<file path="src/core_types_pkg.sv">
package core_types_pkg;

    // Datapath width of registers and ALU operands
    localparam int DATA_WIDTH = 32;

    // General register file geometry
    localparam int GPR_NUM    = 32;
    localparam int GPR_ADDR_W = $clog2(GPR_NUM);

endpackage

</file>
<file path="src/gpr_file.sv">
`timescale 1ns/1ps

module gpr_file (
    input  logic                                  clk,
    input  logic                                  reset_i,
    input  logic [core_types_pkg::GPR_ADDR_W-1:0] ra_i,
    input  logic [core_types_pkg::GPR_ADDR_W-1:0] rb_i,
    input  logic                                  we_i,
    input  logic [core_types_pkg::GPR_ADDR_W-1:0] waddr_i,
    input  logic [core_types_pkg::DATA_WIDTH-1:0] wdata_i,
    input  logic                                  load_en_i,
    input  logic [core_types_pkg::GPR_ADDR_W-1:0] load_addr_i,
    input  logic [core_types_pkg::DATA_WIDTH-1:0] load_data_i,
    output logic [core_types_pkg::DATA_WIDTH-1:0] ra_data_o,
    output logic [core_types_pkg::DATA_WIDTH-1:0] rb_data_o
);
    import core_types_pkg::*;

    logic [DATA_WIDTH-1:0] regs [GPR_NUM];

    // Core write-back wins over the host load port
    always_ff @(posedge clk) begin
        if (reset_i) begin
            for (int i = 0; i < GPR_NUM; i++) begin
                regs[i] <= '0;
            end
        end else if (we_i) begin
            if (waddr_i != '0) begin
                regs[waddr_i] <= wdata_i;
            end
        end else if (load_en_i && load_addr_i != '0) begin
            regs[load_addr_i] <= load_data_i;
        end
    end

    // r0 is hardwired to zero
    assign ra_data_o = (ra_i == '0) ? '0 : regs[ra_i];
    assign rb_data_o = (rb_i == '0) ? '0 : regs[rb_i];

endmodule

</file>
<file path="config.mk">
export PLATFORM = sky130hd
export DESIGN_NAME = gpr_file
export DESIGN_NICKNAME = d
export VERILOG_FILES = /design/src/core_types_pkg.sv /design/src/gpr_file.sv
export SDC_FILE = /design/constraint.sdc
export NUM_CORES = 2
export LEC_CHECK = 0
export ABC_AREA = 0
export BUFFER_PORTS_ARGS = -buffer_cell sky130_fd_sc_hd__buf_4
export CAP_MARGIN = 20
export CORE_UTILIZATION = 25
export CTS_BUF_LIST = sky130_fd_sc_hd__clkbuf_8
export DETAILED_ROUTE_END_ITERATION = 10
export GPL_TIMING_DRIVEN = 1
export PLACE_DENSITY = 0.41
export SLEW_MARGIN = 5
export SYNTH_ARGS = -nofsm -noshare
export SYNTH_HDL_FRONTEND = slang
export SYNTH_SLANG_ARGS = --single-unit
</file>
<file path="constraint.sdc">
create_clock -name clk -period 14 [get_ports clk]
set_clock_uncertainty 0.05 [all_clocks]
set_input_delay 0.7 -clock clk [delete_from_list [all_inputs] [get_ports clk]]
set_output_delay 0.7 -clock clk [all_outputs]
set_load 0.005 [all_outputs]
</file>
# == Word level (Yosys, flattened, before mapping) ==
# Memories as Yosys holds them, arrays and structs flattened.
# Cells that the tools add are included.
# classes
n_mux,18
reduce_logical,7
# ops
operator,count
32-bit 2-to-1 mux,4
32-bit OR reduction,2
1-bit 2-to-1 mux,12
5-bit zero test,2
5-bit 2-to-1 mux,2
5-bit nonzero test,2
1-bit logical AND,1
# totals
ff_bits,0
ramBits,1024
input_bits,88
out_inout_bits,64
wordCells,26
memories,1
# mem_list
name,words,word_bits,rd,rd_clocked_by_memory_dff,wr,line_no,source
regs,32,32,2,0,32,gpr_file.sv:19,logic [DATA_WIDTH-1:0] regs [GPR_NUM];

# == Longest topological paths before layout ==
# logic_depth
ltp_word,8
ltp_mapped,9
mapped_depth_nobuf,4

# == Worst setup path after synthesis ==
# No wires, ideal clock.
# synth_timing
path_type,input to register
start,input port we_i
end,memory regs[16][0] (enable)
setup_ns,0.470
arrival_ns,4.621
required_ns,13.480
path_slack_ns,8.859
cell_stages,9
path_buffers,5
path_cell_list,or3b_1 -> buf_2 -> a21o_1 -> buf_6 -> o32a_1 -> buf_2 -> buf_2 -> buf_2 -> o31ai_1
# synth_rtl
item,line_no,source
start: declaration,gpr_file.sv:8,"input logic we_i,"
end: declaration,gpr_file.sv:19,

# == Worst setup path after layout ==
# layout_timing
start,input port ra_i[1] in the netlist's numbering
end,output port ra_data_o[3] in the netlist's numbering
# layout_via
elab_chain_len,2
# layout_rtl
item,line_no,source
start: declaration,gpr_file.sv:6,"input logic [core_types_pkg::GPR_ADDR_W-1:0] ra_i,"
memory read 32 x 32 bit or 5-bit zero test (tied branches),n/a,
32-bit 2-to-1 mux *,gpr_file.sv:37,assign ra_data_o = (ra_i == '0) ? '0 : regs[ra_i];
end: declaration,gpr_file.sv:14,"output logic [core_types_pkg::DATA_WIDTH-1:0] ra_data_o,"
# Mark *: on every way between the ends. The rest lies on a longest branch, timed or not.

==> results.md <==
* Vias post-DR at 38,410
* Setup TNS at 0 ns
* Horiz. Die Dim at 478.4 µm
* Routed Antenna Nets at 0
* Synth Flop Type: edfxtp_1
* Initial Util at 0.2520
* Top-area cell type share of the netlist area at 0.5420
* Peak Freq at 178.3 MHz
* Netlist cell types at 59
* WS Path Type: input pin to output port
* Maximum VDD drop at 0.00006843 V
* Final worst-path cycle share at 0.4007
* Power Density at 117.1 nW/µm²
* # IOs at 152
* Core box area at 225,100 µm²
* Drt initial violations at 3,539
* Ranking of synthesized cells by area: edfxtp_1 54%, mux4_2 19%, nor4_2 6.1%, nor3_1 5.0%, mux2i_1 3.2%
* Port-buffer cells at 151
* Post-Route Utilization at 0.2880
* Post-CTS setup buffer count at 0
* Final setup vio count at 0
* Most frequent CP cell: buf_4
* Min Tclk post-route at 5.609 ns
* Hold Crit Start: reset_i
* Largest registers: regs x1024
* Syn Std Cell Area at 56,740 µm²
* Largest area contributor in the netlist: edfxtp_1
* EDFF count, synth at 1,024
* Slew @ Worst Pin at 1.339 ns
* Violated checks: design-rule violations
* Fin area at 64,840 µm²
* Placement Cell Area at 61,560 µm²
* CP Max Fanout at 90
* Htree depth at 4
* Max Cap Violations at 0
* Hold-fix buffers, CTS at 0
* CP startpoint kind: input pin
* Register area share after synthesis at 0.5420
* Vias per std cell at 5.581
* Clock tree buffer depth at 3
* Outcome: finished with violations
* WL per Instance at 34.59 µm
* Syn-to-layout area delta at 14.28%
* Max incr delay on CP at 1.02 ns
* Hold Path Class: input pin to flip-flop
* Crit path capture: ra_data_o[3]
* Syn Inst Count at 3,744
* Slowest CP cell: nor4_1
* First-pass GRT wire length at 330,100 µm
* Die area at 228,900 µm²
* Busiest grt layer: met2
* Final wirelength at 238,100 µm
* DR pass1 iterations at 10
* List of most frequent post-synthesis cells: 1,024 x edfxtp_1, 570 x nor3_1, 474 x mux4_2, 276 x nor4_2, 230 x buf_2
* Register bank with the most flops: regs
* Largest register FFs at 1,024
* RD Place Congestion at 0.8122
* Yosys warns at 0
* Grt met3 use at 0.03833
* CTS tree: built
* RSZ-0062 raised after global routing: false
* Hpwl dp at 140,600 µm
* Post_cts resized at 0
* Largest net degree at the start of global routing at 112
* Synthesized area per cell at 15.15 µm²
* Nets@finish at 3,836
* GRT Util Overall at 0.2047
* Worst path cell trace: buf_8 -> buf_4 -> buf_12 -> nor2b_1 -> a22oi_1 -> a21oi_1 -> nor4_1 -> buf_4
* Grt ovf at 0
* Ys async rst share at 0
* Initial antenna violation count at 11
* Clk sink count at 1,024
* CTS clock-pin slew for the worst setup and hold paths at 0.06 ns
* GR Layer Usage met1 at 0.2678
* Fin. Hold Viols at 0
* Max transition margin at 0.08392
* Critical path data arrival time at 4.86 ns
* Row cnt at 174
* CP startpoint: ra_i[1]
* Final Slew Violations at 0
* CTS Root Cell: clkbuf_8
* Global routing usage on met2 at 0.3389
* Vias in the first global route at 39,070
* Register bit total from synthesis at 1,024
* CTS buffer count at 181
* Share of cells above drive strength 1 at 0.3718
* Leakage at 19.07 nW
* Die Ht at 478.4 µm
* Most common cell in the synthesized netlist: edfxtp_1
* Req. time, crit path at 13.25 ns
* DR DRC count at 20
* Crit end category: output port
metrics by stage:
step                      total power [W]  cells  hold WS (ns)  setup WS [ns]
final                            0.007595   6883        0.1879          8.391
after CTS                        0.007659   6875       0.09554          8.385
after floorplan                  0.004412   3775        0.9703          8.859
after global placement           0.004998   6552         1.150          8.279
after detailed placement         0.004998   6554         1.153          8.380
after global routing             0.007830   6881        0.1018          8.238
layout by cell type, fill, tap and decap left out, drive strengths merged, types with 3 or more instances in the layout:
cell,Yosys,layout
mux2,35,35
conb,1,32
a32o,4,4
nor2,150,150
a22o,46,46
mux4,474,474
or3b,3,3
inv,5,56
clkinv,0,74
and2,4,4
nand3,6,6
diode,0,5
a21o,3,3
o22ai,78,78
buf,339,329
clkbuf,204,190
nor2b,18,18
a21oi,15,15
nand2b,8,8
bufinv,0,4
clkinvlp,0,6
edfxtp,1024,1024
nor4,361,361
nor3,571,571
mux2i,190,190
a221oi,4,4
o221ai,25,25
a2111oi,26,26
a31oi,9,9
o31ai,11,11
and3,8,8
nor4b,3,3
a211oi,38,38
a22oi,18,18
nor3b,6,6
o21ai,20,20
nand2,19,19
layer usage:
| layer | vias up | share of wire |
|---|---|---|
| li1 | 15560 | - |
| met1 | 20950 | 0.42 |
| met2 | 1533 | 0.49 |
| met3 | 369 | 0.060 |
| met4 | 4 | 0.033 |
| met5 | - | 0.00011 |
cell type report:
class / instances / area [µm²]
fillers: 22590 / 160300
clock inverters: 135 / 678.2
inverters: 5 / 18.77
well taps: 2992 / 3744
multi-input cells: 2203 / 24430
clock buffers: 186 / 2560
diodes: 5 / 12.51
flip-flops and latches: 1024 / 30750
repair buffers: 333 / 2641
critical path: cells and delay by family:
kind | cells | cell delay [ns]
AND/OR/NAND/NOR | 2 | 1.47
buffers and inverters | 4 | 2.07
AO/OA/AOI/OAI | 2 | 0.40
where the power goes:
group	switching, W	internal [W]	leakage [nW]	total, W
clock network	0.00136	0.00130	1.83	0.00266
registers	0.0000991	0.00356	9.76	0.00366
logic	0.000837	0.000446	7.48	0.00128
total	0.00229	0.00530	19.1	0.00760
worst min path at each step:
stage                                           end  slack [ns]  cells after the start
final                      regs[0][4]$_SDFFCE_PN0P_        0.19                      1
after global routing       regs[0][4]$_SDFFCE_PN0P_        0.10                      1
after CTS                  regs[0][4]$_SDFFCE_PN0P_         0.1                      1
after detailed placement   regs[0][6]$_SDFFCE_PN0P_        1.15                      1
after global placement     regs[0][6]$_SDFFCE_PN0P_        1.15                      1
after floorplan           regs[4][20]$_SDFFCE_PN0P_        0.97                      2
cells by family after synthesis:
logic type	Yosys count	share of synthesized area
AO/OA/AOI/OAI	307	0.04086
buffers and inverters	548	0.04840
AND/OR/NAND/NOR	1165	0.1394
multiplexers	699	0.2293
other	1	0.00006609
flip-flops	1024	0.5420
(Power assumes the default switching activity.)
