`src/isa_defs_pkg.sv`:
```
package isa_defs_pkg;

    // Major opcodes of the 3R format, taken from instr[31:15]
    typedef enum logic [16:0] {
        OPC_ADD_W   = 17'h00020,
        OPC_SUB_W   = 17'h00022,
        OPC_SLT     = 17'h00024,
        OPC_SLTU    = 17'h00025,
        OPC_NOR     = 17'h00028,
        OPC_AND     = 17'h00029,
        OPC_OR      = 17'h0002a,
        OPC_XOR     = 17'h0002b,
        OPC_ORN     = 17'h0002c,
        OPC_ANDN    = 17'h0002d,
        OPC_SLL_W   = 17'h0002e,
        OPC_SRL_W   = 17'h0002f,
        OPC_SRA_W   = 17'h00030,
        OPC_MUL_W   = 17'h00038,
        OPC_MULH_W  = 17'h00039,
        OPC_MULH_WU = 17'h0003a,
        OPC_DIV_W   = 17'h00040,
        OPC_MOD_W   = 17'h00041,
        OPC_DIV_WU  = 17'h00042,
        OPC_MOD_WU  = 17'h00043,
        OPC_BREAK   = 17'h00054,
        OPC_SYSCALL = 17'h00056,
        OPC_INVTLB  = 17'h00c93,
        OPC_IDLE    = 17'h07091,
        OPC_DBAR    = 17'h070e4,
        OPC_IBAR    = 17'h070e5
    } opcode_3r_e;

    typedef enum logic [7:0] {
        ALU_NOP, ALU_ADD, ALU_SUB, ALU_SLT, ALU_SLTU,
        ALU_NOR, ALU_AND, ALU_OR, ALU_XOR, ALU_ORN, ALU_ANDN,
        ALU_SLL, ALU_SRL, ALU_SRA,
        ALU_MUL, ALU_MULH, ALU_MULHU,
        ALU_DIV, ALU_DIVU, ALU_MOD, ALU_MODU
    } alu_op_e;

    // Result class picks which ALU unit drives the result
    typedef enum logic [2:0] {
        SEL_NOP,
        SEL_ARITH,
        SEL_LOGIC,
        SEL_SHIFT
    } alu_sel_e;

    typedef enum logic [2:0] {
        TRAP_NONE,
        TRAP_BRK,
        TRAP_SYS,
        TRAP_IDLE,
        TRAP_INVTLB
    } trap_e;

    // Syscall code reserved as a simulation stop marker
    localparam logic [14:0] SYSCALL_STOP_CODE = 15'h11;

endpackage

```
`src/core_types_pkg.sv`:
```
package core_types_pkg;

    // Datapath width of registers and ALU operands
    localparam int DATA_WIDTH = 32;

    // General register file geometry
    localparam int GPR_NUM    = 32;
    localparam int GPR_ADDR_W = $clog2(GPR_NUM);

endpackage

```
`src/issue_ctrl.sv`:
```
`timescale 1ns/1ps

module issue_ctrl (
    input  logic                                  clk,
    input  logic                                  reset_i,
    input  logic                                  req_i,
    input  logic [31:0]                           instr_i,
    input  logic                                  decode_valid_i,
    input  logic                                  reg_write_valid_i,
    input  logic [core_types_pkg::GPR_ADDR_W-1:0] rd_addr_i,
    input  isa_defs_pkg::trap_e                   trap_i,
    input  logic [core_types_pkg::DATA_WIDTH-1:0] result_i,
    output logic                                  ack_o,
    output logic [31:0]                           instr_q_o,
    output logic                                  gpr_we_o,
    output logic                                  wb_valid_o,
    output logic [core_types_pkg::GPR_ADDR_W-1:0] wb_addr_o,
    output logic [core_types_pkg::DATA_WIDTH-1:0] wb_data_o,
    output isa_defs_pkg::trap_e                   trap_o,
    output logic                                  illegal_o
);
    import isa_defs_pkg::*;

    typedef enum logic [1:0] {
        ST_IDLE,
        ST_EXEC,
        ST_ACK,
        ST_WAIT_LOW
    } state_e;

    state_e state_q;
    logic   wb_en;

    // Traps and illegal opcodes never reach the register file
    assign wb_en    = decode_valid_i && reg_write_valid_i && (trap_i == TRAP_NONE);
    assign gpr_we_o = (state_q == ST_EXEC) && wb_en;
    assign ack_o    = (state_q == ST_WAIT_LOW);

    always_ff @(posedge clk) begin
        if (reset_i) begin
            state_q <= ST_IDLE;
        end else begin
            case (state_q)
                ST_IDLE:     if (req_i) state_q <= ST_EXEC;
                ST_EXEC:     state_q <= ST_ACK;
                ST_ACK:      state_q <= ST_WAIT_LOW;
                ST_WAIT_LOW: if (!req_i) state_q <= ST_IDLE;
                default:     state_q <= ST_IDLE;
            endcase
        end
    end

    // Instruction held for the whole transaction
    always_ff @(posedge clk) begin
        if (state_q == ST_IDLE && req_i) begin
            instr_q_o <= instr_i;
        end
    end

    // Outcome captured together with the register write
    always_ff @(posedge clk) begin
        if (reset_i) begin
            wb_valid_o <= 1'b0;
            wb_addr_o  <= '0;
            wb_data_o  <= '0;
            trap_o     <= TRAP_NONE;
            illegal_o  <= 1'b0;
        end else if (state_q == ST_EXEC) begin
            wb_valid_o <= wb_en;
            wb_addr_o  <= wb_en ? rd_addr_i : '0;
            wb_data_o  <= wb_en ? result_i : '0;
            trap_o     <= trap_i;
            illegal_o  <= !decode_valid_i;
        end
    end

endmodule

```
`config.mk`:
```
export PLATFORM = sky130hd
export DESIGN_NAME = issue_ctrl
export DESIGN_NICKNAME = d
export VERILOG_FILES = /design/src/isa_defs_pkg.sv /design/src/core_types_pkg.sv /design/src/issue_ctrl.sv
export SDC_FILE = /design/constraint.sdc
export NUM_CORES = 1
export LEC_CHECK = 0
export ABC_CLOCK_PERIOD_IN_PS = 2900
export BUFFER_PORTS_ARGS = -buffer_cell sky130_fd_sc_hd__buf_2
export CORE_MARGIN = 2
export CORE_UTILIZATION = 30
export DETAILED_ROUTE_END_ITERATION = 8
export GPL_TIMING_DRIVEN = 0
export SLEW_MARGIN = 20
export SYNTH_ARGS = -nofsm -noshare
export SYNTH_HDL_FRONTEND = slang
export SYNTH_SLANG_ARGS = --single-unit
```
`constraint.sdc`:
```
create_clock -name clk -period 2.9 [get_ports clk]
set_input_delay 0.29 -clock clk [delete_from_list [all_inputs] [get_ports clk]]
set_output_delay 0.29 -clock clk [all_outputs]
set_load 0.01 [all_outputs]
```
# After elaboration in Yosys (flattened, before gate mapping)
# Index checks and enable logic that the tools add are counted.
[totals] register_bits=76 in_bits=77 output_inout_bits=76 elab_cells=25
[classes] eq_ne=5 muxes=5 reduce_logical=8
[ops] operator="32-bit 2-to-1 mux" count=1
[ops] operator="2-bit one-hot mux with 4 select lines" count=1
[ops] operator="5-bit 2-to-1 mux" count=1
[ops] operator="2-bit == test (second input constant)" count=2
[ops] operator="1-bit logical AND" count=4
[ops] operator="2-bit 2-to-1 mux" count=2
[ops] operator="2-bit inequality test (second input constant)" count=2
[ops] operator="3-bit logical NOT" count=1
[ops] operator="2-bit by 1-bit == test with 1-bit output (second input constant)" count=1
[ops] operator="2-bit logical NOT" count=1
[ops] operator="2-bit AND reduction" count=1
[ops] operator="1-bit logical NOT" count=1

# Longest topological paths before layout
# Gate-level depths: netlist of the first run.
[logic_depth] depth_word=3 mapped_depth=6 ltp_nobuf=4

# Worst setup path after synthesis of the first run
# Ideal clock, no wire load.
[synth_path] path_type="register to output" from="reg state_q[1]" to="out gpr_we_o" arrival_time_ps=1469 t_required_ps=2610 setup_slack_ps=1141 path_stages_with_launch=6 n_path_buf=1 path_cell_list="dfxtp_1 -> inv_1 -> ha_1 -> or4b_1 -> buf_2 -> nor2_1"
[synth_between] elab_chain_cells=2
[synth_lines] item="from (decl)" line="issue_ctrl.sv:31" text="state_e state_q;"
[synth_lines] item="from (signal assigned)" line="issue_ctrl.sv:41" text="state_q <= ST_IDLE;"
[synth_lines] item="from (signal assigned)" line="issue_ctrl.sv:44" text="ST_IDLE: if (req_i) state_q <= ST_EXEC;"
[synth_lines] item="from (signal assigned)" line="issue_ctrl.sv:45" text="ST_EXEC: state_q <= ST_ACK;"
[synth_lines] item="2-bit by 1-bit == test with 1-bit output" line="issue_ctrl.sv:36" text="assign gpr_we_o = (state_q == ST_EXEC) && wb_en;"
[synth_lines] item="1-bit logical AND" line="issue_ctrl.sv:36"
[synth_lines] item="to (decl)" line="issue_ctrl.sv:15" text="output logic gpr_we_o,"
# Every way passes these cells.

# Final worst setup path of the first run
# Same ends and word-level chain as after synthesis.

==> impl_metrics.toml, run 1 <==
[cts]
cts_buffers = 9
ctsHoldBuffers = 0
cts_resized = 0
clk_path_buf_depth = 2
post_cts_buffers = 0
clock-sinks = 76
clk_root_buffer_cell = "clkbuf_8"
cts_tree = "built"
clk_pin_slew_worst_paths_ns = 0.08
htree_levels = 3
clk-insertion-delay-late_ns = 0.34

[logic_synthesis]
yosysWarnings = 0
synth_nets = 318
ys_seq_area_share_pct = 61.08
syn_inst = 236
synth_cell_types = 20
avgSynthCellArea_um2 = 12.78
synthTopCellsByArea = "edfxtp_1, dfxtp_1, or3b_2, o41ai_1, o41ai_2"
synth_area_mm2 = 0.003015
synth_top_area_cell = "edfxtp_1"
yosysTopAreaCellShare_pct = 31.87
ys_ff_latch = 76

[min_path]
min_path_cells = 1
worstHoldPathType = "in -> reg"

[worst_setup_path]
cp-end-kind = "output port"
cpMaxStageDelayCell = "or4b_1"
cp_data_required_time_ns = 2.61
critical_path_arrival_ns = 2.28
cpPeakStageDelay_ns = 0.58
cp-start-kind = "register"
crit_fanout = 10
reg2reg_depth = 6
path_cells = "inv_1 -> ha_1 -> or4b_1 -> buf_2 -> nor2_1 -> buf_2"
path_class = "reg -> out"
timing.critical_path.mode_cell = "buf_2"

[timing]
fin_ws_ns = 0.3341
slew_headroom_pct = 51.11
whs_ns = 0.1174
post-route-min-period_ns = 2.566
finalCritPeriodShare_pct = 88.48
maxSlewViolCount = 0
worstMarginPinSlew_ns = 0.7334
clock_skew_ns = 0.01094
setup_viol = 0
fmax_ghz = 0.3897
grt_setup_unrepaired = "no"
setup_tns_ns = 0
hold_viol = 0

[grt]
grt_max_degree = 33
grt_antenna_before_repair = 0
grt_use_total_pct = 14.41
overflow = 0
grt_pass1_wl_um = 12410
grt_pass1_vias = 2479

[final_layout]
fin_nets = 480
layout_common_cells = "buf_2, dfxtp_1, inv_1"
final_common_cell = "buf_2"
layout-drive-gt1-share_pct = 54.34
insertedDiodeCount = 0
final_cells = 536
final.fill_count = 949
utilization_pct = 42.70
fin_area_mm2 = 0.004174
area_delta_synth_final_pct = 38.42

[power_and_ir_drop]
power.internal_mw = 2.024
power_mw = 2.827
switching_share_pct = 28.41
p_leak_nw = 1.979
p_per_area_mw_per_mm2 = 677.4
ir_worst_vdd_v = 0.0002856
p_sw_uw = 803.2
pwr-share-seq_pct = 46.9
pwr-share-comb_pct = 20.0
pwr-share-clk_pct = 33.0

[outcome]
status = "complete, no violations"

[place]
hpwlAfterDp_um = 5726
gp_congestion = 0.6922
dp_slack_ns = 0.6913
postPlaceCellArea_mm2 = 0.003939
port_buffers = 151
dp.cells = 520

[floorplan]
num_io_pins = 153
dieArea_mm2 = 0.01087
num_rows = 36
start_util_pct = 30.85
dieHeight_um = 104.3
die_w_um = 104.3
coreArea_mm2 = 0.009774

[routing]
post_drt_wl_per_cell_um = 14.46
antenna_left = 0
drtIter0Drc = 50
drc = 0
vias = 2442
firstDrtPassIters = 4
routed_wl_um = 7753
via_per_inst = 4.556

[job]
maxCapViolations = 0
[registers in the layout (all words and copies together) (netlist names)]
register and flops:
illegal_o 1, instr_q_o 32, state_q 2, trap_o 3, wb_addr_o 5, wb_data_o 32, wb_valid_o 1
[logic make-up after synthesis]
logic type | Yosys count | synth area share, %
flip-flops | 76 | 61.08
adder cells (fa/ha/maj) | 5 | 2.075
buffers and inverters | 60 | 7.925
multiplexers | 6 | 1.992
AO/OA/AOI/OAI | 40 | 13.98
AND/OR/NAND/NOR | 49 | 12.95
[synth_stat cells]
library cell and instances:
a211oi_1 1, and2_1 1, buf_2 2, buf_4 1
buf_6 1, clkbuf_1 17, dfxtp_1 44, edfxtp_1 32
ha_1 5, inv_1 39, mux2i_1 6, nand2_1 1
nand2b_1 3, nor2_1 5, o21bai_1 1, o31ai_1 1
o41ai_1 27, o41ai_2 10, or3b_2 38, or4b_1 1
[path summary, 6_finish.rpt]
kind                                              start                    endpoint  slack, ns
worst max register to register  state_q[1]$_SDFFE_PP0P_  wb_data_o[21]$_SDFFE_PP0N_       0.72
worst max-delay path            state_q[1]$_SDFFE_PP0P_                    gpr_we_o       0.33
worst min register to register   trap_o[0]$_SDFFE_PP0N_      trap_o[0]$_SDFFE_PP0N_       0.49
worst min-delay path                        instr_i[14]     instr_q_o[14]$_DFFE_PP_       0.12
[critical path: cells and delay by family (launching register included)]
family                   cells  cell delay (ns)
adder cells (fa/ha/maj)      1             0.36
flip-flops                   1             0.36
buffers and inverters        3             0.51
AND/OR/NAND/NOR              2             0.70
[power groups by stage]
stage / logic (mW) / registers [mW] / clock network [mW]
6_report: 0.566 / 1.33 / 0.934
3_3_place_gp: 0.570 / 1.36 / 0
3_5_place_dp: 0.576 / 1.35 / 0
4_1_cts: 0.578 / 1.33 / 0.963
2_1_floorplan: 0.248 / 1.42 / 0
5_1_grt: 0.637 / 1.34 / 1.01
[layer usage]
metal	up-vias	part of all wire, %	global-route usage, %
li1	1177	-	-
met1	1129	45	18.69
met2	123	45	22.79
met3	13	8.0	4.198
met4	0	1.8	5.405
met5	-	0	0
[final cells by class]
| class | instances | area (um^2) | share of cell area [%] |
|---|---|---|---|
| Timing Repair Buffer | 151 | 755.7 | 18.11 |
| Clock inverter | 5 | 82.58 | 1.978 |
| Clock buffer | 11 | 152.6 | 3.657 |
| Inverter | 39 | 146.4 | 3.507 |
| Buffer | 21 | 92.59 | 2.218 |
| Tap cell | 133 | 166.4 | 3.987 |
| Multi-Input combinational cell | 100 | 935.9 | 22.42 |
| Sequential cell | 76 | 1842 | 44.12 |
(Power assumes the default switching activity.)
==> inputs of run 2 (changes only) <==
- CTS_BUF_LIST: not set -> sky130_fd_sc_hd__clkbuf_16
==> run 2 against run 1 <==
  * Count of clock-buffer cells in the layout decreased by 1
  * Non-clock buffer count unchanged
  * Maximum frequency increased by 1.4%
  * Critical path depth unchanged
  * Clock skew decreased by 0.0046 ns
  * Power increased by 11%
  * First-iteration DRC count increased by 26%
  * Combinational power about the same
  * Routed wire length increased by 0.41%
  * Die area unchanged
  * Utilization increased by 1.0 points
  * Critical endpoint unchanged
  * Largest cell class unchanged
  * Largest power group unchanged
  * Highest routed layer unchanged
==> impl_metrics.toml, run 2 (synthesis gave the netlist of run 1 again) <==
[worst_setup_path]
cp_num_buf_inv = 3
critical_path_arrival_ns = 2.24
cpPeakStageDelay_ns = 0.57
r2r_end = "wb_data_o[21]$_SDFFE_PP0N_"
reg2reg_depth = 6
path_cells = "inv_1 -> ha_1 -> or4b_1 -> buf_2 -> nor2_1 -> buf_2"
timing.critical_path.mode_cell = "buf_2"
crit_fanout = 10
path_class = "reg -> out"
cpMaxStageDelayCell = "or4b_1"
cp-end-kind = "output port"
r2r_slack_ns = 0.74
path_delay_family = "simple AND/OR/NAND/NOR gates"
cp-start-kind = "register"
cp_data_required_time_ns = 2.61
r2r_start = "state_q[1]$_SDFFE_PP0P_"

[cts]
cts_resized = 0
clk-insertion-delay-late_ns = 0.33
clock-sinks = 76
ctsHoldBuffers = 0
clk_root_buffer_cell = "clkbuf_16"
post_cts_buffers = 0
clk_pin_slew_worst_paths_ns = 0.06
cts_buffers = 9
cts_tree = "built"
htree_levels = 3
clk_path_buf_depth = 2

[grt]
grt_pass1_vias = 2473
grt_pass1_wl_um = 12430
busiest_layer = "met2"
grt_util_met1_pct = 18.66
gr-usage-met3_pct = 5.702
use_met2_pct = 22.84
overflow = 0
grt_use_total_pct = 14.57
grt_antenna_before_repair = 0
grt_max_degree = 33

[place]
port_buffers = 151
dp_slack_ns = 0.6913
dp.cells = 520
hpwlAfterDp_um = 5726
gp_congestion = 0.6922
postPlaceCellArea_mm2 = 0.003939

[floorplan]
coreArea_mm2 = 0.009774
num_rows = 36
dieArea_mm2 = 0.01087
die_w_um = 104.3
num_io_pins = 153
dieHeight_um = 104.3
start_util_pct = 30.85

[routing]
drtIter0Drc = 63
drc = 0
firstDrtPassIters = 4
vias = 2442
routed_wl_um = 7785
antenna_left = 0
post_drt_wl_per_cell_um = 14.52
via_per_inst = 4.556

[final_layout]
fin_area_mm2 = 0.004275
largestRegisters = "instr_q_o (32), wb_data_o (32), wb_addr_o (5)"
area_delta_synth_final_pct = 41.78
regArea_mm2 = 0.001842
layout_common_cells = "buf_2, dfxtp_1, inv_1"
utilization_pct = 43.74
multi_input_area_um2 = 935.9
final_cells = 536
insertedDiodeCount = 0
layout-drive-gt1-share_pct = 54.34
final.fill_count = 935
fin_nets = 480
final_common_cell = "buf_2"

[timing]
post-route-min-period_ns = 2.531
worstMarginPinSlew_ns = 0.7423
hold_viol = 0
clock_skew_ns = 0.006392
whs_ns = 0.1322
setup_tns_ns = 0
finalCritPeriodShare_pct = 87.29
maxSlewViolCount = 0
fmax_ghz = 0.3950
fin_ws_ns = 0.3686
grt_setup_unrepaired = "no"
slew_headroom_pct = 50.51
setup_viol = 0

[min_path]
min_path_cells = 1
worstHoldPathType = "in -> reg"
hp-start = "instr_i[14]"
min_to = "instr_q_o[14]$_DFFE_PP_"

[power_and_ir_drop]
power_mw = 3.129
p_per_area_mw_per_mm2 = 731.9
p_leak_nw = 2.029
ir_worst_vdd_v = 0.0002552

[outcome]
status = "complete, no violations"

[job]
maxCapViolations = 0
## run 2: cell types whose count changed in the layout (fill, tap and decap cells not counted)
cell,delta
clkbuf_1,-1
clkbuf_8,-9
clkbuf_16,+9
inv_1,+1
## run 2: final cells by class
type                       instances  share of cell area, %
multi-input combinational        100                  21.89
clock inverter                     6                  2.019
clock buffer                      10                  5.853
tap                              133                  3.892
timing repair buffer             151                  17.68
buffer                            21                  2.166
sequential                        76                  43.08
inverter                          39                  3.424
## run 2: worst register-to-register path, delay by kind of cell, from the launching register on
kind / cells / cell delay (ns)
AO/OA/AOI/OAI: 1 / 0.27
adder cells (fa/ha/maj): 1 / 0.36
buffers and inverters: 3 / 0.51
flip-flops: 1 / 0.35
AND/OR/NAND/NOR: 1 / 0.57
## run 2: worst max path at each step
stage / from / end / slack, ns / depth (start not counted)
5_1_grt: state_q[1]$_SDFFE_PP0P_ / gpr_we_o / 0.16 / 6
2_1_floorplan: state_q[1]$_SDFFE_PP0P_ / gpr_we_o / 1.14 / 5
3_3_place_gp: state_q[1]$_SDFFE_PP0P_ / gpr_we_o / 0.71 / 6
4_1_cts: state_q[1]$_SDFFE_PP0P_ / gpr_we_o / 0.31 / 6
3_5_place_dp: state_q[1]$_SDFFE_PP0P_ / gpr_we_o / 0.69 / 6
6_report: state_q[1]$_SDFFE_PP0P_ / gpr_we_o / 0.37 / 6
## run 2: layer usage
layer	wire, um	part of all wire (%)	vias up
met5	0	0	-
met3	689	8.9	9
met1	3482	45	1125
met2	3504	45	126
met4	108	1.4	0
li1	-	-	1182
## run 2: power by group
part | leakage (nW) | internal [mW] | switching (mW)
Sequential | 0.659 | 1.29 | 0.0435
Clock | 0.169 | 0.804 | 0.431
Combinational | 1.20 | 0.201 | 0.364
Total | 2.03 | 2.29 | 0.839
==> inputs of run 3 (changes only) <==
- GPL_TIMING_DRIVEN: 0 -> not set
==> run 3 against run 2 <==
  * Register-to-register slack got worse by 0.10 ns
  * Critical path depth down 1
  * Non-clock buffer count is 13 lower
  * Sequential share of layout area is 0.43 points higher
  * Setup slack better by 0.088 ns
  * Power down 2.5%
  * Final cell count fell by 2.4%
  * Clock skew is 0.0017 ns higher
  * Hold slack improved by 0.0047 ns
  * Sequential power about the same
  * Maximum frequency grew 3.6%
  * Clock power down 5%
  * Largest power group unchanged
  * Highest routed layer unchanged
==> impl_metrics.toml, run 3 (synthesis gave the netlist of run 1 again) <==
[outcome]
status = "complete, no violations"

[worst_setup_path]
r2r_start = "state_q[1]$_SDFFE_PP0P_"
cp-start-kind = "register"
cp-end-kind = "output port"
path_class = "reg -> out"
path_cells = "inv_1 -> ha_1 -> or4b_2 -> nor2_1 -> buf_2"
crit_fanout = 18
critical_path_arrival_ns = 2.15
reg2reg_depth = 5
cp_data_required_time_ns = 2.61
cpMaxStageDelayCell = "or4b_2"
r2r_end = "wb_data_o[7]$_SDFFE_PP0N_"
cpPeakStageDelay_ns = 0.88
r2r_slack_ns = 0.64

[final_layout]
layout_common_cells = "buf_2, dfxtp_1, inv_1"
final_common_cell = "buf_2"
utilization_pct = 43.31
area_delta_synth_final_pct = 40.37
fin_nets = 467
multi_input_area_um2 = 934.6
final.fill_count = 924
largestRegisters = "instr_q_o (32), wb_data_o (32), wb_addr_o (5)"
fin_area_mm2 = 0.004233
regArea_mm2 = 0.001842
layout-drive-gt1-share_pct = 56.92
insertedDiodeCount = 0
final_cells = 523

[timing]
post-route-min-period_ns = 2.443
whs_ns = 0.1369
fmax_ghz = 0.4092
slew_headroom_pct = 41.45
setup_tns_ns = 0
finalCritPeriodShare_pct = 84.26
fin_ws_ns = 0.4565
clock_skew_ns = 0.008090
grt_setup_unrepaired = "no"
hold_viol = 0
worstMarginPinSlew_ns = 0.8761
setup_viol = 0
maxSlewViolCount = 0

[grt]
grt_use_total_pct = 13.11
grt_pass1_wl_um = 11320
grt_max_degree = 44
grt_antenna_before_repair = 0
grt_pass1_vias = 2254
overflow = 0

[routing]
firstDrtPassIters = 4
drtIter0Drc = 76
antenna_left = 0
routed_wl_um = 7278
post_drt_wl_per_cell_um = 13.92
via_per_inst = 4.566
drc = 0
vias = 2388

[cts]
clk_root_buffer_cell = "clkbuf_16"
clk-insertion-delay-late_ns = 0.32
clock-sinks = 76
cts_resized = 0
post_cts_buffers = 0
clk_path_buf_depth = 2
ctsHoldBuffers = 0
cts_buffers = 9
htree_levels = 3
cts_tree = "built"
clk_pin_slew_worst_paths_ns = 0.06

[power_and_ir_drop]
p_leak_nw = 2.021
p_per_area_mw_per_mm2 = 720.9
ir_worst_vdd_v = 0.0003244
power_mw = 3.051

[place]
port_buffers = 152
dp_slack_ns = 0.5979
dp.cells = 507
hpwlAfterDp_um = 5017
postPlaceCellArea_mm2 = 0.003915
gp_congestion = 0.6764

[min_path]
min_to = "instr_q_o[21]$_DFFE_PP_"
worstHoldPathType = "in -> reg"
min_path_cells = 1
hp-start = "instr_i[21]"

[floorplan]
start_util_pct = 30.85
coreArea_mm2 = 0.009774
num_io_pins = 153
dieArea_mm2 = 0.01087
die_w_um = 104.3
dieHeight_um = 104.3
num_rows = 36

[job]
maxCapViolations = 0
-- run 3: final cells by class --
cell class	count	share of cell area (%)
multi-input cells	100	22.08
flip-flops and latches	76	43.51
clock buffers	9	5.321
clock inverters	7	2.187
inverters	39	3.458
repair buffers	159	19.51
well taps	133	3.931
-- run 3: worst max-delay path, delay by kind of cell (launching register included) --
family	cells	cell delay (ns)
and+or+nand+nor	2	1.06
adders and majority gates	1	0.16
DFF	1	0.33
buffers and inverters	2	0.27
-- run 3: layer usage --
layer,GRT usage [%],part of all wire (%),vias to the layer above
met1,17.21,47,1102
met2,19.83,44,121
met5,0,0,-
met3,4.323,7.8,11
li1,-,-,1154
met4,5.405,1.6,0
-- run 3: worst max-delay path by stage --
stage                                  from                          to  slack [ns]  cells after the start
global placement    state_q[1]$_SDFFE_PP0P_  wb_data_o[11]$_SDFFE_PP0N_        0.73                      5
global route        state_q[1]$_SDFFE_PP0P_                    gpr_we_o        0.35                      5
detailed placement  state_q[1]$_SDFFE_PP0P_   wb_data_o[7]$_SDFFE_PP0N_        0.60                      5
floorplan           state_q[1]$_SDFFE_PP0P_                    gpr_we_o        1.14                      5
CTS                 state_q[1]$_SDFFE_PP0P_                    gpr_we_o        0.43                      5
finish              state_q[1]$_SDFFE_PP0P_                    gpr_we_o        0.46                      5
-- run 3: report_power, final --
| part | leakage [nW] | total (mW) | internal (mW) | switching (mW) |
|---|---|---|---|---|
| logic | 1.21 | 0.555 | 0.199 | 0.356 |
| clock network | 0.155 | 1.17 | 0.751 | 0.419 |
| registers | 0.659 | 1.33 | 1.28 | 0.0413 |
| total | 2.02 | 3.05 | 2.24 | 0.816 |
