**src/isa_defs_pkg.sv**
```systemverilog
package isa_defs_pkg;

    // Major opcodes of the 3R format, taken from instr[31:15]
    typedef enum logic [16:0] {
        OPC_ADD_W   = 17'h00020,
        OPC_SUB_W   = 17'h00022,
        OPC_SLT     = 17'h00024,
        OPC_SLTU    = 17'h00025,
        OPC_NOR     = 17'h00028,
        OPC_AND     = 17'h00029,
        OPC_OR      = 17'h0002a,
        OPC_XOR     = 17'h0002b,
        OPC_ORN     = 17'h0002c,
        OPC_ANDN    = 17'h0002d,
        OPC_SLL_W   = 17'h0002e,
        OPC_SRL_W   = 17'h0002f,
        OPC_SRA_W   = 17'h00030,
        OPC_MUL_W   = 17'h00038,
        OPC_MULH_W  = 17'h00039,
        OPC_MULH_WU = 17'h0003a,
        OPC_DIV_W   = 17'h00040,
        OPC_MOD_W   = 17'h00041,
        OPC_DIV_WU  = 17'h00042,
        OPC_MOD_WU  = 17'h00043,
        OPC_BREAK   = 17'h00054,
        OPC_SYSCALL = 17'h00056,
        OPC_INVTLB  = 17'h00c93,
        OPC_IDLE    = 17'h07091,
        OPC_DBAR    = 17'h070e4,
        OPC_IBAR    = 17'h070e5
    } opcode_3r_e;

    typedef enum logic [7:0] {
        ALU_NOP, ALU_ADD, ALU_SUB, ALU_SLT, ALU_SLTU,
        ALU_NOR, ALU_AND, ALU_OR, ALU_XOR, ALU_ORN, ALU_ANDN,
        ALU_SLL, ALU_SRL, ALU_SRA,
        ALU_MUL, ALU_MULH, ALU_MULHU,
        ALU_DIV, ALU_DIVU, ALU_MOD, ALU_MODU
    } alu_op_e;

    // Result class picks which ALU unit drives the result
    typedef enum logic [2:0] {
        SEL_NOP,
        SEL_ARITH,
        SEL_LOGIC,
        SEL_SHIFT
    } alu_sel_e;

    typedef enum logic [2:0] {
        TRAP_NONE,
        TRAP_BRK,
        TRAP_SYS,
        TRAP_IDLE,
        TRAP_INVTLB
    } trap_e;

    // Syscall code reserved as a simulation stop marker
    localparam logic [14:0] SYSCALL_STOP_CODE = 15'h11;

endpackage

```
**src/core_types_pkg.sv**
```systemverilog
package core_types_pkg;

    // Datapath width of registers and ALU operands
    localparam int DATA_WIDTH = 32;

    // General register file geometry
    localparam int GPR_NUM    = 32;
    localparam int GPR_ADDR_W = $clog2(GPR_NUM);

endpackage

```
**src/decoder_3r.sv**
```systemverilog
`timescale 1ns/1ps

// Instruction layout {opcode[16:0], rk[4:0], rj[4:0], rd[4:0]}
module decoder_3r (
    input  logic [31:0]                           instr_i,
    output logic                                  decode_valid_o,
    // Read valids as {rk, rj}
    output logic [1:0]                            reg_read_valid_o,
    output logic [core_types_pkg::GPR_ADDR_W-1:0] rj_addr_o,
    output logic [core_types_pkg::GPR_ADDR_W-1:0] rk_addr_o,
    output logic                                  reg_write_valid_o,
    output logic [core_types_pkg::GPR_ADDR_W-1:0] rd_addr_o,
    output isa_defs_pkg::alu_op_e                 alu_op_o,
    output isa_defs_pkg::alu_sel_e                alu_sel_o,
    output isa_defs_pkg::trap_e                   trap_o,
    output logic [4:0]                            invtlb_op_o
);
    import isa_defs_pkg::*;
    import core_types_pkg::*;

    logic [GPR_ADDR_W-1:0] rd;
    logic [GPR_ADDR_W-1:0] rj;
    logic [GPR_ADDR_W-1:0] rk;

    assign rd = instr_i[4:0];
    assign rj = instr_i[9:5];
    assign rk = instr_i[14:10];

    always_comb begin
        // Plain three-register operation unless the opcode says otherwise
        decode_valid_o    = 1'b1;
        reg_read_valid_o  = 2'b11;
        rj_addr_o         = rj;
        rk_addr_o         = rk;
        reg_write_valid_o = 1'b1;
        rd_addr_o         = rd;
        alu_op_o          = ALU_NOP;
        alu_sel_o         = SEL_NOP;
        trap_o            = TRAP_NONE;
        invtlb_op_o       = '0;

        case (instr_i[31:15])
            OPC_ADD_W:   begin alu_op_o = ALU_ADD;   alu_sel_o = SEL_ARITH; end
            OPC_SUB_W:   begin alu_op_o = ALU_SUB;   alu_sel_o = SEL_ARITH; end
            OPC_SLT:     begin alu_op_o = ALU_SLT;   alu_sel_o = SEL_ARITH; end
            OPC_SLTU:    begin alu_op_o = ALU_SLTU;  alu_sel_o = SEL_ARITH; end
            OPC_MUL_W:   begin alu_op_o = ALU_MUL;   alu_sel_o = SEL_ARITH; end
            OPC_MULH_W:  begin alu_op_o = ALU_MULH;  alu_sel_o = SEL_ARITH; end
            OPC_MULH_WU: begin alu_op_o = ALU_MULHU; alu_sel_o = SEL_ARITH; end
            OPC_DIV_W:   begin alu_op_o = ALU_DIV;   alu_sel_o = SEL_ARITH; end
            OPC_DIV_WU:  begin alu_op_o = ALU_DIVU;  alu_sel_o = SEL_ARITH; end
            OPC_MOD_W:   begin alu_op_o = ALU_MOD;   alu_sel_o = SEL_ARITH; end
            OPC_MOD_WU:  begin alu_op_o = ALU_MODU;  alu_sel_o = SEL_ARITH; end
            OPC_NOR:     begin alu_op_o = ALU_NOR;   alu_sel_o = SEL_LOGIC; end
            OPC_AND:     begin alu_op_o = ALU_AND;   alu_sel_o = SEL_LOGIC; end
            OPC_OR:      begin alu_op_o = ALU_OR;    alu_sel_o = SEL_LOGIC; end
            OPC_XOR:     begin alu_op_o = ALU_XOR;   alu_sel_o = SEL_LOGIC; end
            OPC_ORN:     begin alu_op_o = ALU_ORN;   alu_sel_o = SEL_LOGIC; end
            OPC_ANDN:    begin alu_op_o = ALU_ANDN;  alu_sel_o = SEL_LOGIC; end
            OPC_SLL_W:   begin alu_op_o = ALU_SLL;   alu_sel_o = SEL_SHIFT; end
            OPC_SRL_W:   begin alu_op_o = ALU_SRL;   alu_sel_o = SEL_SHIFT; end
            OPC_SRA_W:   begin alu_op_o = ALU_SRA;   alu_sel_o = SEL_SHIFT; end
            OPC_BREAK, OPC_SYSCALL, OPC_IDLE, OPC_DBAR, OPC_IBAR: begin
                // None of these touch the register file
                reg_read_valid_o  = 2'b00;
                rj_addr_o         = '0;
                rk_addr_o         = '0;
                reg_write_valid_o = 1'b0;
                rd_addr_o         = '0;
                if (instr_i[31:15] == OPC_BREAK) begin
                    trap_o = TRAP_BRK;
                end else if (instr_i[31:15] == OPC_IDLE) begin
                    trap_o = TRAP_IDLE;
                end else if (instr_i[31:15] == OPC_SYSCALL &&
                             instr_i[14:0] != SYSCALL_STOP_CODE) begin
                    trap_o = TRAP_SYS;
                end
            end
            OPC_INVTLB: begin
                // rd field is the invalidate op, not a register
                reg_write_valid_o = 1'b0;
                rd_addr_o         = '0;
                invtlb_op_o       = instr_i[4:0];
                trap_o            = TRAP_INVTLB;
            end
            default: begin
                decode_valid_o    = 1'b0;
                reg_read_valid_o  = 2'b00;
                rj_addr_o         = '0;
                rk_addr_o         = '0;
                reg_write_valid_o = 1'b0;
                rd_addr_o         = '0;
            end
        endcase
    end

endmodule

```
**config.mk**
```make
export PLATFORM = sky130hd
export DESIGN_NAME = decoder_3r
export DESIGN_NICKNAME = d
export VERILOG_FILES = /design/src/isa_defs_pkg.sv /design/src/core_types_pkg.sv /design/src/decoder_3r.sv
export SDC_FILE = /design/constraint.sdc
export NUM_CORES = 1
export LEC_CHECK = 0
export ABC_AREA = 1
export BUFFER_PORTS_ARGS = -buffer_cell sky130_fd_sc_hd__buf_2
export CAP_MARGIN = 20
export CORE_UTILIZATION = 43
export DETAILED_ROUTE_END_ITERATION = 8
export PLACE_DENSITY_LB_ADDON = 0.3
export REMOVE_ABC_BUFFERS = 1
export SYNTH_ARGS = -nofsm -noshare
export SYNTH_HDL_FRONTEND = slang
export SYNTH_SLANG_ARGS = --single-unit
```
**constraint.sdc**
```tcl
create_clock -name vclk -period 1.7
set_input_delay 0.085 -clock vclk [all_inputs]
set_output_delay 0.085 -clock vclk [all_outputs]
set_load 0.05 [all_outputs]
```
# After elaboration in Yosys (flattened, before gate mapping)
# Index checks and enable logic that the tools add are counted.
[totals] register_bits=0 inputBits=32 out_inout_bits=38 wordCells=48
[op_classes] eq_ne=27 mux=13 n_reduce_logical=8
[ops] op="17-bit by 6-bit == test with 1-bit output, second input constant" n=16
[ops] op="17-bit by 7-bit == test with 1-bit output, second input constant" n=6
[ops] op="5-bit one-hot mux with 20 select lines" n=1
[ops] op="17-bit by 15-bit == test with 1-bit output, second input constant" n=3
[ops] op="26-bit OR reduction" n=1
[ops] op="21-bit OR reduction" n=1
[ops] op="5-bit 2-to-1 mux" n=4
[ops] op="20-bit OR reduction" n=1
[ops] op="17-bit by 12-bit == test with 1-bit output, second input constant" n=1
[ops] op="15-bit by 5-bit inequality test with 1-bit output, second input constant" n=1
[ops] op="11-bit OR reduction" n=1
[ops] op="2-bit 2-to-1 mux" n=4
[ops] op="2-bit one-hot mux with 3 select lines" n=1
[ops] op="3-bit one-hot mux with 2 select lines" n=1
[ops] op="6-bit OR reduction" n=1
[ops] op="5-bit OR reduction" n=1
[ops] op="3-bit OR reduction" n=1
[ops] op="1-bit 2-to-1 mux" n=2
[ops] op="1-bit logical AND" n=1

# Longest topological paths before layout
# Gate-level depths: netlist (run 1).
[logic_depth] word_depth=6 ltp_mapped=13 ltp_nobuf=11

# Least setup slack after synthesis (run 1)
# No wires, ideal clock.
[synth_path] path_kind="input to output" start="input instr_i[24]" end="output rj_addr_o[4] (netlist bit)" t_arrival_ps=2042 slack_ps=-427 path_stages=9 n_path_buf=0 cell_sequence="nor2_1 > nand2_1 > nor2_4 > nand3_1 > nand2_1 > inv_1 > nand3_2 > nor2_2 > nor2_1"
[synth_via] elab_chain_len=3
[synth_rtl] element="start: declaration" line="decoder_3r.sv:5" rtl="input logic [31:0] instr_i,"
[synth_rtl] element="17-bit by 12-bit == test with 1-bit output (tied with other cells)" line="decoder_3r.sv:42" rtl="case (instr_i[31:15])"
[synth_rtl] element="21-bit OR reduction (no source line) (*)"
[synth_rtl] element="5-bit 2-to-1 mux (*)" line="decoder_3r.sv:42"
[synth_rtl] element="end: declaration" line="decoder_3r.sv:9" rtl="output logic [core_types_pkg::GPR_ADDR_W-1:0] rj_addr_o,"
# Mark *: on every way between the ends. The rest lies on a longest branch, timed or not.

# Final worst setup path (run 1)
# Ends and elaborated chain as after synthesis.

==> results.toml, run 1 <==
[place]
portBuffers = 66
hpwl_mm = 2.44
gp_congestion = 0.998
post_dp_cell_area_um2 = 1370

[power]
internal-power_uw = 60.0
clock_power_share_pct = 0
p_per_area_nw_per_um2 = 108
pwr-share-seq_pct = 0
sw_frac_of_total_pct = 64.5
leakagePower_nw = 1.01
p_comb_share_pct = 100.0
power.switching_uw = 109
peakVddDrop_mv = 0.109

[grt]
grtUsageMet3_pct = 0.935
busiest_layer = "met2"
antenna_found_initial = 0
groute.usage.overall_pct = 25.5
globalRouteOverflowTotal = 0
gr-usage-met2_pct = 48.6
grt_use_met1_pct = 31.5
grt_pass1_wl_mm = 5.15
grt_pass1_vias = 1318
grt_max_degree = 12

[drt]
num_vias = 1543
vias_per_cell = 4.95
drc = 0
ant_nets = 0
finalWirelength_mm = 3.30
drtPass1Iterations = 4
dr.first_iter.drc_count = 61
routedWlPerCell_um = 10.6

[final_layout]
final_nets = 319
syn_to_final_growth_pct = 63.4
clkbuf_count = 0
antennaDiodeCount = 0
register_area_um2 = 0
final_cell_area_um2 = 1560
seq_cells = 0
drive_gt1_share_pct = 47.4

[synthesis]
synth_cells = 204
synth_top_area_share_pct = 20.0
synthMostInstantiatedCell = "nand2_1"
netlist_area_um2 = 956
synth_cell_types = 25
syn_area_per_cell_um2 = 4.69
yosys_warnings = 0
yosysSeqAreaShare_pct = 0
synth_common_cells = "nand2_1, inv_1, nor2_1"
synth.area.top_cells = "nand2_1, inv_1, nor2_1, nor2_2, nand3_1"
yosysTopAreaCell = "nand2_1"

[floorplan]
core_um2 = 2020
dieArea_um2 = 2420
io_pins = 70
rows = 16
die_y_um = 49.2
die_width_um = 49.2
start_util_pct = 47.3

[timing]
hold_violations = 0
fin_crit_ns = 1.63
setup_viol = 0
rsz0062_at_grt = "true"
period_share_pct = 95.8
setup-tns-final_ns = 0
max_freq_ghz = 0.614
slew_viol_final = 0

[worst_setup_path]
critPathCaptureType = "output port"
critPathRequiredTime_ns = 1.62
start_kind = "primary input"
cp_data_arrival_time_ns = 1.54
path_class = "in2out"
crit_fanout = 6

[run]
drv_cap = 0

[hold_path]
hold_depth = 4
min_from = "instr_i[8]"
hold_class = "in2out"
holdPathEnd = "rj_addr_o[3]"

[run_status]
status = "finished, final reports clean"

[cts]
cts_hold_buf = 0
critical path: stages:
cell,delay (ns)
buf_2,0.10
nor2_2,0.13
nand2_2,0.09
nor2_4,0.18
buf_4,0.15
nand3_1,0.10
nand2_2,0.12
inv_1,0.05
nand3_2,0.12
nor2_4,0.08
nor2_1,0.11
buf_4,0.21
cells in the final DEF (no fill, tap or decap):
| cell type | instances |
|---|---|
| buf_2 | 47 |
| nand2_1 | 46 |
| inv_1 | 35 |
| nor2_1 | 27 |
| buf_4 | 27 |
| nor2_2 | 19 |
| nand3_1 | 13 |
| inv_2 | 10 |
| nand2_2 | 7 |
| nor2_4 | 7 |
| nor3_1 | 7 |
| nand4_1 | 6 |
| a21oi_1 | 5 |
| buf_6 | 5 |
| clkbuf_4 | 5 |
| conb_1 | 4 |
| nand3_2 | 3 |
| o21ai_2 | 2 |
| o21ai_0 | 2 |
| o2111ai_1 | 2 |
| nand3b_1 | 1 |
| a21oi_2 | 1 |
| a22oi_2 | 1 |
| nand3_4 | 1 |
| nor4_1 | 1 |
| and3_1 | 1 |
timing repair:
action / 4_1_cts / 5_1_grt
setup endpoints to repair: 19 / 21
pin swaps: 1 / 5
resized for setup: 1 / 59
setup buffers: 5 / 1
gates cloned: 0 / 1
worst max-delay path by stage:
| stage | slack, ns | endpoint | depth (start not counted) | startpoint |
|---|---|---|---|---|
| 4_1_cts | 0.03 | rk_addr_o[4] | 12 | instr_i[24] |
| 2_1_floorplan | -0.69 | rj_addr_o[4] | 9 | instr_i[24] |
| 3_3_place_gp | -0.03 | rj_addr_o[4] | 13 | instr_i[19] |
| 5_1_grt | -0.05 | rd_addr_o[2] | 13 | instr_i[22] |
| 6_report | 0.07 | rj_addr_o[4] | 12 | instr_i[24] |
| 3_5_place_dp | -0.05 | rj_addr_o[4] | 11 | instr_i[17] |
metal layers:
metal	routed length, um	part of all wire, %	vias to the layer above
li1	-	-	792
met1	1380	42	678
met2	1700	52	67
met3	186	5.6	6
met4	33	1.0	0
met5	0	0	-
power groups by stage:
stage | clock, mW | sequential (mW) | combinational (mW)
6_report | 0 | 0 | 0.169
5_1_grt | 0 | 0 | 0.185
4_1_cts | 0 | 0 | 0.153
3_5_place_dp | 0 | 0 | 0.152
3_3_place_gp | 0 | 0 | 0.150
2_1_floorplan | 0 | 0 | 0.0793
cells by family (layout without fill, tap and decap cells):
logic type             after synthesis  count (layout)  synth area share [%]
AOI/OAI and AO/OA                   13              13                  8.64
other                                1               4                 0.392
buffers and inverters               52             129                  23.6
and+or+nand+nor                    138             139                  67.4
through the flow:
| stage | total power, mW | cells | hold slack, ns | util (%) | worst slack [ns] |
|---|---|---|---|---|---|
| after detailed placement | 0.152 | 305 | 0.546 | 67.5 | -0.0527 |
| final | 0.169 | 312 | 0.508 | 77.2 | 0.0722 |
| after global placement | 0.150 | 305 | 0.544 | 67.5 | -0.0295 |
| after floorplan | 0.0793 | 200 | 0.324 | - | -0.691 |
| after CTS | 0.153 | 310 | 0.547 | 69.6 | 0.0332 |
| after global routing | 0.185 | 312 | 0.541 | 77.2 | -0.0533 |
area by class of cell:
| class | instances | area, um2 |
|---|---|---|
| fill | 152 | 460 |
| inverter | 45 | 169 |
| multi-input combinational | 156 | 827 |
| tap | 27 | 33.8 |
| timing repair buffer | 84 | 532 |
Power figures use the tool's default switching activity.
==> run 2: changes to the inputs <==
--- a/config.mk
+++ b/config.mk
@@ -5,10 +5,9 @@
 export SDC_FILE = /design/constraint.sdc
 export NUM_CORES = 1
 export LEC_CHECK = 0
-export ABC_AREA = 1
 export BUFFER_PORTS_ARGS = -buffer_cell sky130_fd_sc_hd__buf_2
 export CAP_MARGIN = 20
-export CORE_UTILIZATION = 43
+export CORE_UTILIZATION = 41
 export DETAILED_ROUTE_END_ITERATION = 8
 export PLACE_DENSITY_LB_ADDON = 0.3
 export REMOVE_ABC_BUFFERS = 1
==> run 2 against run 1 <==
  * The run now fails in 5_1_grt
  * Synthesized cell count down 40%
  * Synthesized area shrank 13%
==> results.toml, run 2 <==
[synthesis]
yosys_warnings = 0
synth_cells = 123
synth.area.top_cells = "a21boi_0, and2_1, and3_1, buf_4, nor2b_1"
yosysSeqAreaShare_pct = 0
synth_cell_types = 44
netlist_area_um2 = 830
syn_area_per_cell_um2 = 6.74
synthMostInstantiatedCell = "a21boi_0"
synth_top_area_share_pct = 9.95
yosysTopAreaCell = "a21boi_0"

[run_status]
error = "[ERROR DPL-0038] Utilization greater than 100%, impossible to legalize"
status = "aborted with a tool error"
lastStage = "5_1_grt"

[grt]
grt_max_degree = 12

[floorplan]
die_width_um = 47.0
start_util_pct = 46.0
io_pins = 70
rows = 15
die_y_um = 47.0

[timing]
worstEpCategory = "top-level output"
grt_worst_setup_endpoint = "rd_addr_o[2]"

[place]
place_ws_ns = -0.306
portBuffers = 66
gp_congestion = 0.838
hpwl_mm = 2.72
## run 2: what timing repair did
| action | in CTS |
|---|---|
| buffers inserted | 4 |
| hold buffers | 0 |
| resized for setup | 75 |
| pin swaps | 11 |
| setup endpoints to repair | 30 |
| cloned | 1 |
## run 2: kinds of logic after synthesis
family	Yosys count	share of synthesized area, %
buffers and inverters	15	10.3
AND/OR/NAND/NOR	68	52.9
XOR/XNOR	1	1.06
other	1	0.452
multiplexers	2	2.56
AO/OA/AOI/OAI	36	32.7
## run 2: through the flow
stage                     instance area, um2  TNS, ns  hold slack, ns  std cells
after global placement                  1370    -4.36           0.581        237
after detailed placement                1370    -5.70           0.585        237
after floorplan                          763   -14.03           0.347        113
after CTS                               1620    -1.46           0.541        242
==> run 3: changes to the inputs <==
--- a/config.mk
+++ b/config.mk
@@ -7,9 +7,10 @@
 export LEC_CHECK = 0
 export BUFFER_PORTS_ARGS = -buffer_cell sky130_fd_sc_hd__buf_2
 export CAP_MARGIN = 20
-export CORE_UTILIZATION = 41
+export CORE_AREA = 2 2 63 65
 export DETAILED_ROUTE_END_ITERATION = 8
-export PLACE_DENSITY_LB_ADDON = 0.3
+export DIE_AREA = 0 0 65 67
+export PLACE_DENSITY_LB_ADDON = 0.15
 export REMOVE_ABC_BUFFERS = 1
 export SYNTH_ARGS = -nofsm -noshare
 export SYNTH_HDL_FRONTEND = slang
==> run 3 against run 2 <==
  * Synthesized area did not move
  * The flow now finishes, with violations (setup timing)
  * Synthesized cell count unchanged
==> results.toml, run 3 <==
[run_status]
status = "finished with violations"
violations = "setup timing"

[drt]
num_vias = 1377
finalWirelength_mm = 3.95
dr.first_iter.drc_count = 65
ant_nets = 0
vias_per_cell = 4.99
drc = 0
routedWlPerCell_um = 14.3
drtPass1Iterations = 4

[final_layout]
multi_input_area_um2 = 930
clkbuf_count = 0
drive_gt1_share_pct = 67.5
final_cell_area_um2 = 1950
register_area_um2 = 0
seq_cells = 0
layout_commonest_cell = "buf_4"
nFillCells = 334
fin_cells = 276
antennaDiodeCount = 0
final_nets = 262
mostFrequentLayoutCells = "buf_4, buf_2, buf_6, buf_8"
syn_to_final_growth_pct = 135

[timing]
period_share_pct = 107
hold_violations = 0
rsz0062_at_grt = "true"
tightest_slew_ns = 0.528
slew_viol_final = 0
max_freq_ghz = 0.549
setup_ws_ns = -0.123
slew_headroom_pct = 64.8
whs_ns = 0.547
fin_crit_ns = 1.82
setup_viol = 16

[place]
dp_cells = 266
portBuffers = 66
place_ws_ns = -0.373
hpwl_mm = 2.94
post_dp_cell_area_um2 = 1460
gp_congestion = 0.833

[worst_setup_path]
start_kind = "primary input"
critPathRequiredTime_ns = 1.62
crit_slowest_cell = "or4_4"
slowest_delay_ns = 0.53
cp_data_arrival_time_ns = 1.74
critPathCaptureType = "output port"
path_cells = "buf_6 -> or4_4 -> buf_6 -> nor4b_4 -> and3_4 -> a31o_4 -> or4b_4 -> buf_8"
crit_fanout = 3
path_class = "in2out"
cp_common_cell = "buf_6"

[synthesis]
synthMostInstantiatedCell = "a21boi_0"
netlist_area_um2 = 830
yosysSeqAreaShare_pct = 0
synth_cell_types = 44
syn_area_per_cell_um2 = 6.74
yosysTopAreaCell = "a21boi_0"
synth.area.top_cells = "a21boi_0, and2_1, and3_1, buf_4, nor2b_1"
synth_top_area_share_pct = 9.95
yosys_warnings = 0
synth_cells = 123

[grt]
globalRouteOverflowTotal = 0
grt_max_degree = 13
antenna_found_initial = 0
groute.usage.overall_pct = 16.8
grt_pass1_vias = 1341
grt_pass1_wl_mm = 5.89

[power]
power_uw = 258
leakagePower_nw = 0.955
p_per_area_nw_per_um2 = 132
peakVddDrop_mv = 0.0652

[floorplan]
rows = 22
dieArea_um2 = 4360
core_um2 = 3610
die_y_um = 67
die_width_um = 65
start_util_pct = 23.0
io_pins = 70

[hold_path]
hold_class = "in2out"

[run]
drv_cap = 0
## run 3: cell counts after synthesis
No cell type changed its count.
## run 3: repair_timing
| item | 4_1_cts | 5_1_grt |
|---|---|---|
| hold buffers | 0 | 0 |
| endpoints found under the setup margin | 32 | 33 |
| gates cloned | 0 | 1 |
| gates resized for setup | 67 | 69 |
| setup buffers | 4 | 6 |
| pin swaps | 13 | 18 |
## run 3: cell type report
cell class                 instances  area share (%)
tap                               48            3.08
inverter                           2           0.385
multi-input combinational        111            47.6
timing repair buffer             115            48.9
## run 3: where the power goes
part	switching [mW]	total, mW	internal, mW
combinational	0.124	0.258	0.133
sequential	0	0	0
clock	0	0	0
## run 3: worst max-delay path: cells and delay by family
kind | cells | cell delay [ns]
and+or+nand+nor | 4 | 1.18
buffers and inverters | 3 | 0.37
AOI/OAI and AO/OA | 1 | 0.09
## run 3: path summary, 6_finish.rpt
| check | startpoint | endpoint | slack (ns) | depth (start not counted) |
|---|---|---|---|---|
| setup / recovery | instr_i[23] | decode_valid_o | -0.12 | 8 |
| hold / removal | instr_i[3] | rd_addr_o[3] | 0.55 | 3 |
## run 3: cell families (layout without fill, tap and decap cells)
group	count (synthesis)	in the layout	synth area share [%]
XOR/XNOR	1	1	1.06
AO/OA/AOI/OAI	36	36	32.7
multiplexers	2	2	2.56
buffers and inverters	15	117	10.3
other	1	4	0.452
AND/OR/NAND/NOR	68	68	52.9
## run 3: layer usage
layer	wire [um]	GRT usage, %	vias up	part of all wire, %
li1	-	-	672	-
met1	1600	19.0	652	40
met2	2150	35.6	53	54
met3	210	1.01	0	5.3
met4	0	0.266	0	0
met5	0	0	-	0
## run 3: per-stage QoR
stage / setup TNS [ns] / utilization [%]
after detailed placement: -6.26 / 40.5
after floorplan: -14.03 / -
after global routing: -2.75 / 54.1
after CTS: -3.34 / 47.1
final: -0.715 / 54.1
after global placement: -5.60 / 40.5
==> run 4: changes to the inputs <==
--- a/config.mk
+++ b/config.mk
@@ -7,9 +7,10 @@
 export LEC_CHECK = 0
 export BUFFER_PORTS_ARGS = -buffer_cell sky130_fd_sc_hd__buf_2
 export CAP_MARGIN = 20
-export CORE_AREA = 2 2 63 65
+export CELL_PAD_IN_SITES_DETAIL_PLACEMENT = 0
+export CELL_PAD_IN_SITES_GLOBAL_PLACEMENT = 2
+export CORE_UTILIZATION = 19
 export DETAILED_ROUTE_END_ITERATION = 8
-export DIE_AREA = 0 0 65 67
 export PLACE_DENSITY_LB_ADDON = 0.15
 export REMOVE_ABC_BUFFERS = 1
 export SYNTH_ARGS = -nofsm -noshare
==> constraint.sdc (replaced) <==
create_clock -name vclk -period 1.9
set_input_delay 0.095 -clock vclk [all_inputs]
set_output_delay 0.095 -clock vclk [all_outputs]
set_load 0.05 [all_outputs]
==> run 4 against run 3 <==
  * Global-route usage fell by 2.6 points
  * Highest routed layer unchanged
  * Utilization fell by 14 points
  * Largest cell class is now multi-input gates
  * Critical path depth fell by 1
  * Combinational power fell by 24%
  * Non-clock buffer count fell by 15
  * Worst setup slack improved by 0.12 ns
  * The flow now finishes without violations
  * Largest power group unchanged
==> results.toml, run 4 (same netlist as run 3, synthesis figures left out) <==
[worst_setup_path]
crit_fanout = 7
path_class = "in2out"
slowest_delay_ns = 0.54
crit_slowest_cell = "or4_4"
cp_data_arrival_time_ns = 1.80
start_kind = "primary input"
critPathRequiredTime_ns = 1.80
path_cells = "buf_6 -> or4_4 -> or2_4 -> o41ai_4 -> buf_4 -> and2_4 -> buf_8"
critPathCaptureType = "output port"

[timing]
max_freq_ghz = 0.526
whs_ns = 0.562
fin_crit_ns = 1.90
hold_violations = 0
period_share_pct = 100
slew_viol_final = 0
setup_viol = 0
rsz0062_at_grt = "true"

[final_layout]
antennaDiodeCount = 0
nFillCells = 430
seq_cells = 0
drive_gt1_share_pct = 60.6
fin_cells = 263
layout_commonest_cell = "buf_4"
final_cell_area_um2 = 1640
register_area_um2 = 0
mostFrequentLayoutCells = "buf_4, buf_2"
final_nets = 247
clkbuf_count = 0
syn_to_final_growth_pct = 97.3

[cts]
cts_hold_buf = 0

[hold_path]
hold_class = "in2out"

[drt]
dr.first_iter.drc_count = 48
drtPass1Iterations = 4
routedWlPerCell_um = 13.3
drc = 0
ant_nets = 0
finalWirelength_mm = 3.50
num_vias = 1287
vias_per_cell = 4.89

[floorplan]
die_width_um = 68.1
io_pins = 70
die_y_um = 68.1
rows = 23
dieArea_um2 = 4630
start_util_pct = 20.3
core_um2 = 4090

[place]
hpwl_mm = 2.78
portBuffers = 66
dp_cells = 259
gp_congestion = 0.818
post_dp_cell_area_um2 = 1390

[power]
power_uw = 197
leakagePower_nw = 0.850
p_per_area_nw_per_um2 = 120
peakVddDrop_mv = 0.0696

[grt]
antenna_found_initial = 0
groute.usage.overall_pct = 14.2
grt_pass1_wl_mm = 5.24
grt_max_degree = 13
globalRouteOverflowTotal = 0
grt_pass1_vias = 1195

[run_status]
status = "finished, final reports clean"

[run]
drv_cap = 0
run 4: cell types whose count changed in the layout (fill, tap and decap cells not counted), sizes merged:
| cell | before | now |
|---|---|---|
| buf | 114 | 100 |
| clkbuf | 1 | 0 |
run 4: through the flow:
stage / setup TNS, ns / setup slack (ns) / utilization, %
3_5_place_dp: -1.95 / -0.236 / 34.1
6_report: 0 / 0.0000521 / 40.0
2_1_floorplan: -9.95 / -0.594 / -
3_3_place_gp: -1.65 / -0.140 / 34.1
4_1_cts: -0.0448 / -0.0114 / 37.6
5_1_grt: -0.458 / -0.0680 / 40.0
run 4: what timing repair did:
action	in CTS	in global routing
buffers inserted	1	3
setup endpoints to repair	21	22
resized for setup	43	26
pin swaps	4	11
run 4: area by class of cell:
type                       instances  area (um2)  area share [%]
inverter                           2        7.51           0.459
tap                               50        62.6            3.82
timing repair buffer             100         703            43.0
multi-input combinational        111         863            52.8
run 4: final timing paths:
kind | to | slack [ns] | startpoint | cells after the start
worst max-delay path | rd_addr_o[1] | 0.00005 | instr_i[29] | 7
worst min-delay path | rd_addr_o[0] | 0.56 | instr_i[0] | 3
run 4: routing by layer:
layer / track usage [%] / up-vias / wire length (um)
li1: - / 643 / -
met2: 27.6 / 56 / 1850
met5: 0 / - / 0
met1: 17.8 / 588 / 1480
met4: 0.521 / 0 / 0
met3: 0.500 / 0 / 170
run 4: worst max-delay path, delay by kind of cell:
family	cells	cell delay, ns
and+or+nand+nor	3	0.97
buffers and inverters	3	0.43
AOI/OAI and AO/OA	1	0.31
run 4: where the power goes:
part / total [mW] / internal [mW] / switching (mW)
Clock: 0 / 0 / 0
Sequential: 0 / 0 / 0
Combinational: 0.197 / 0.0941 / 0.103
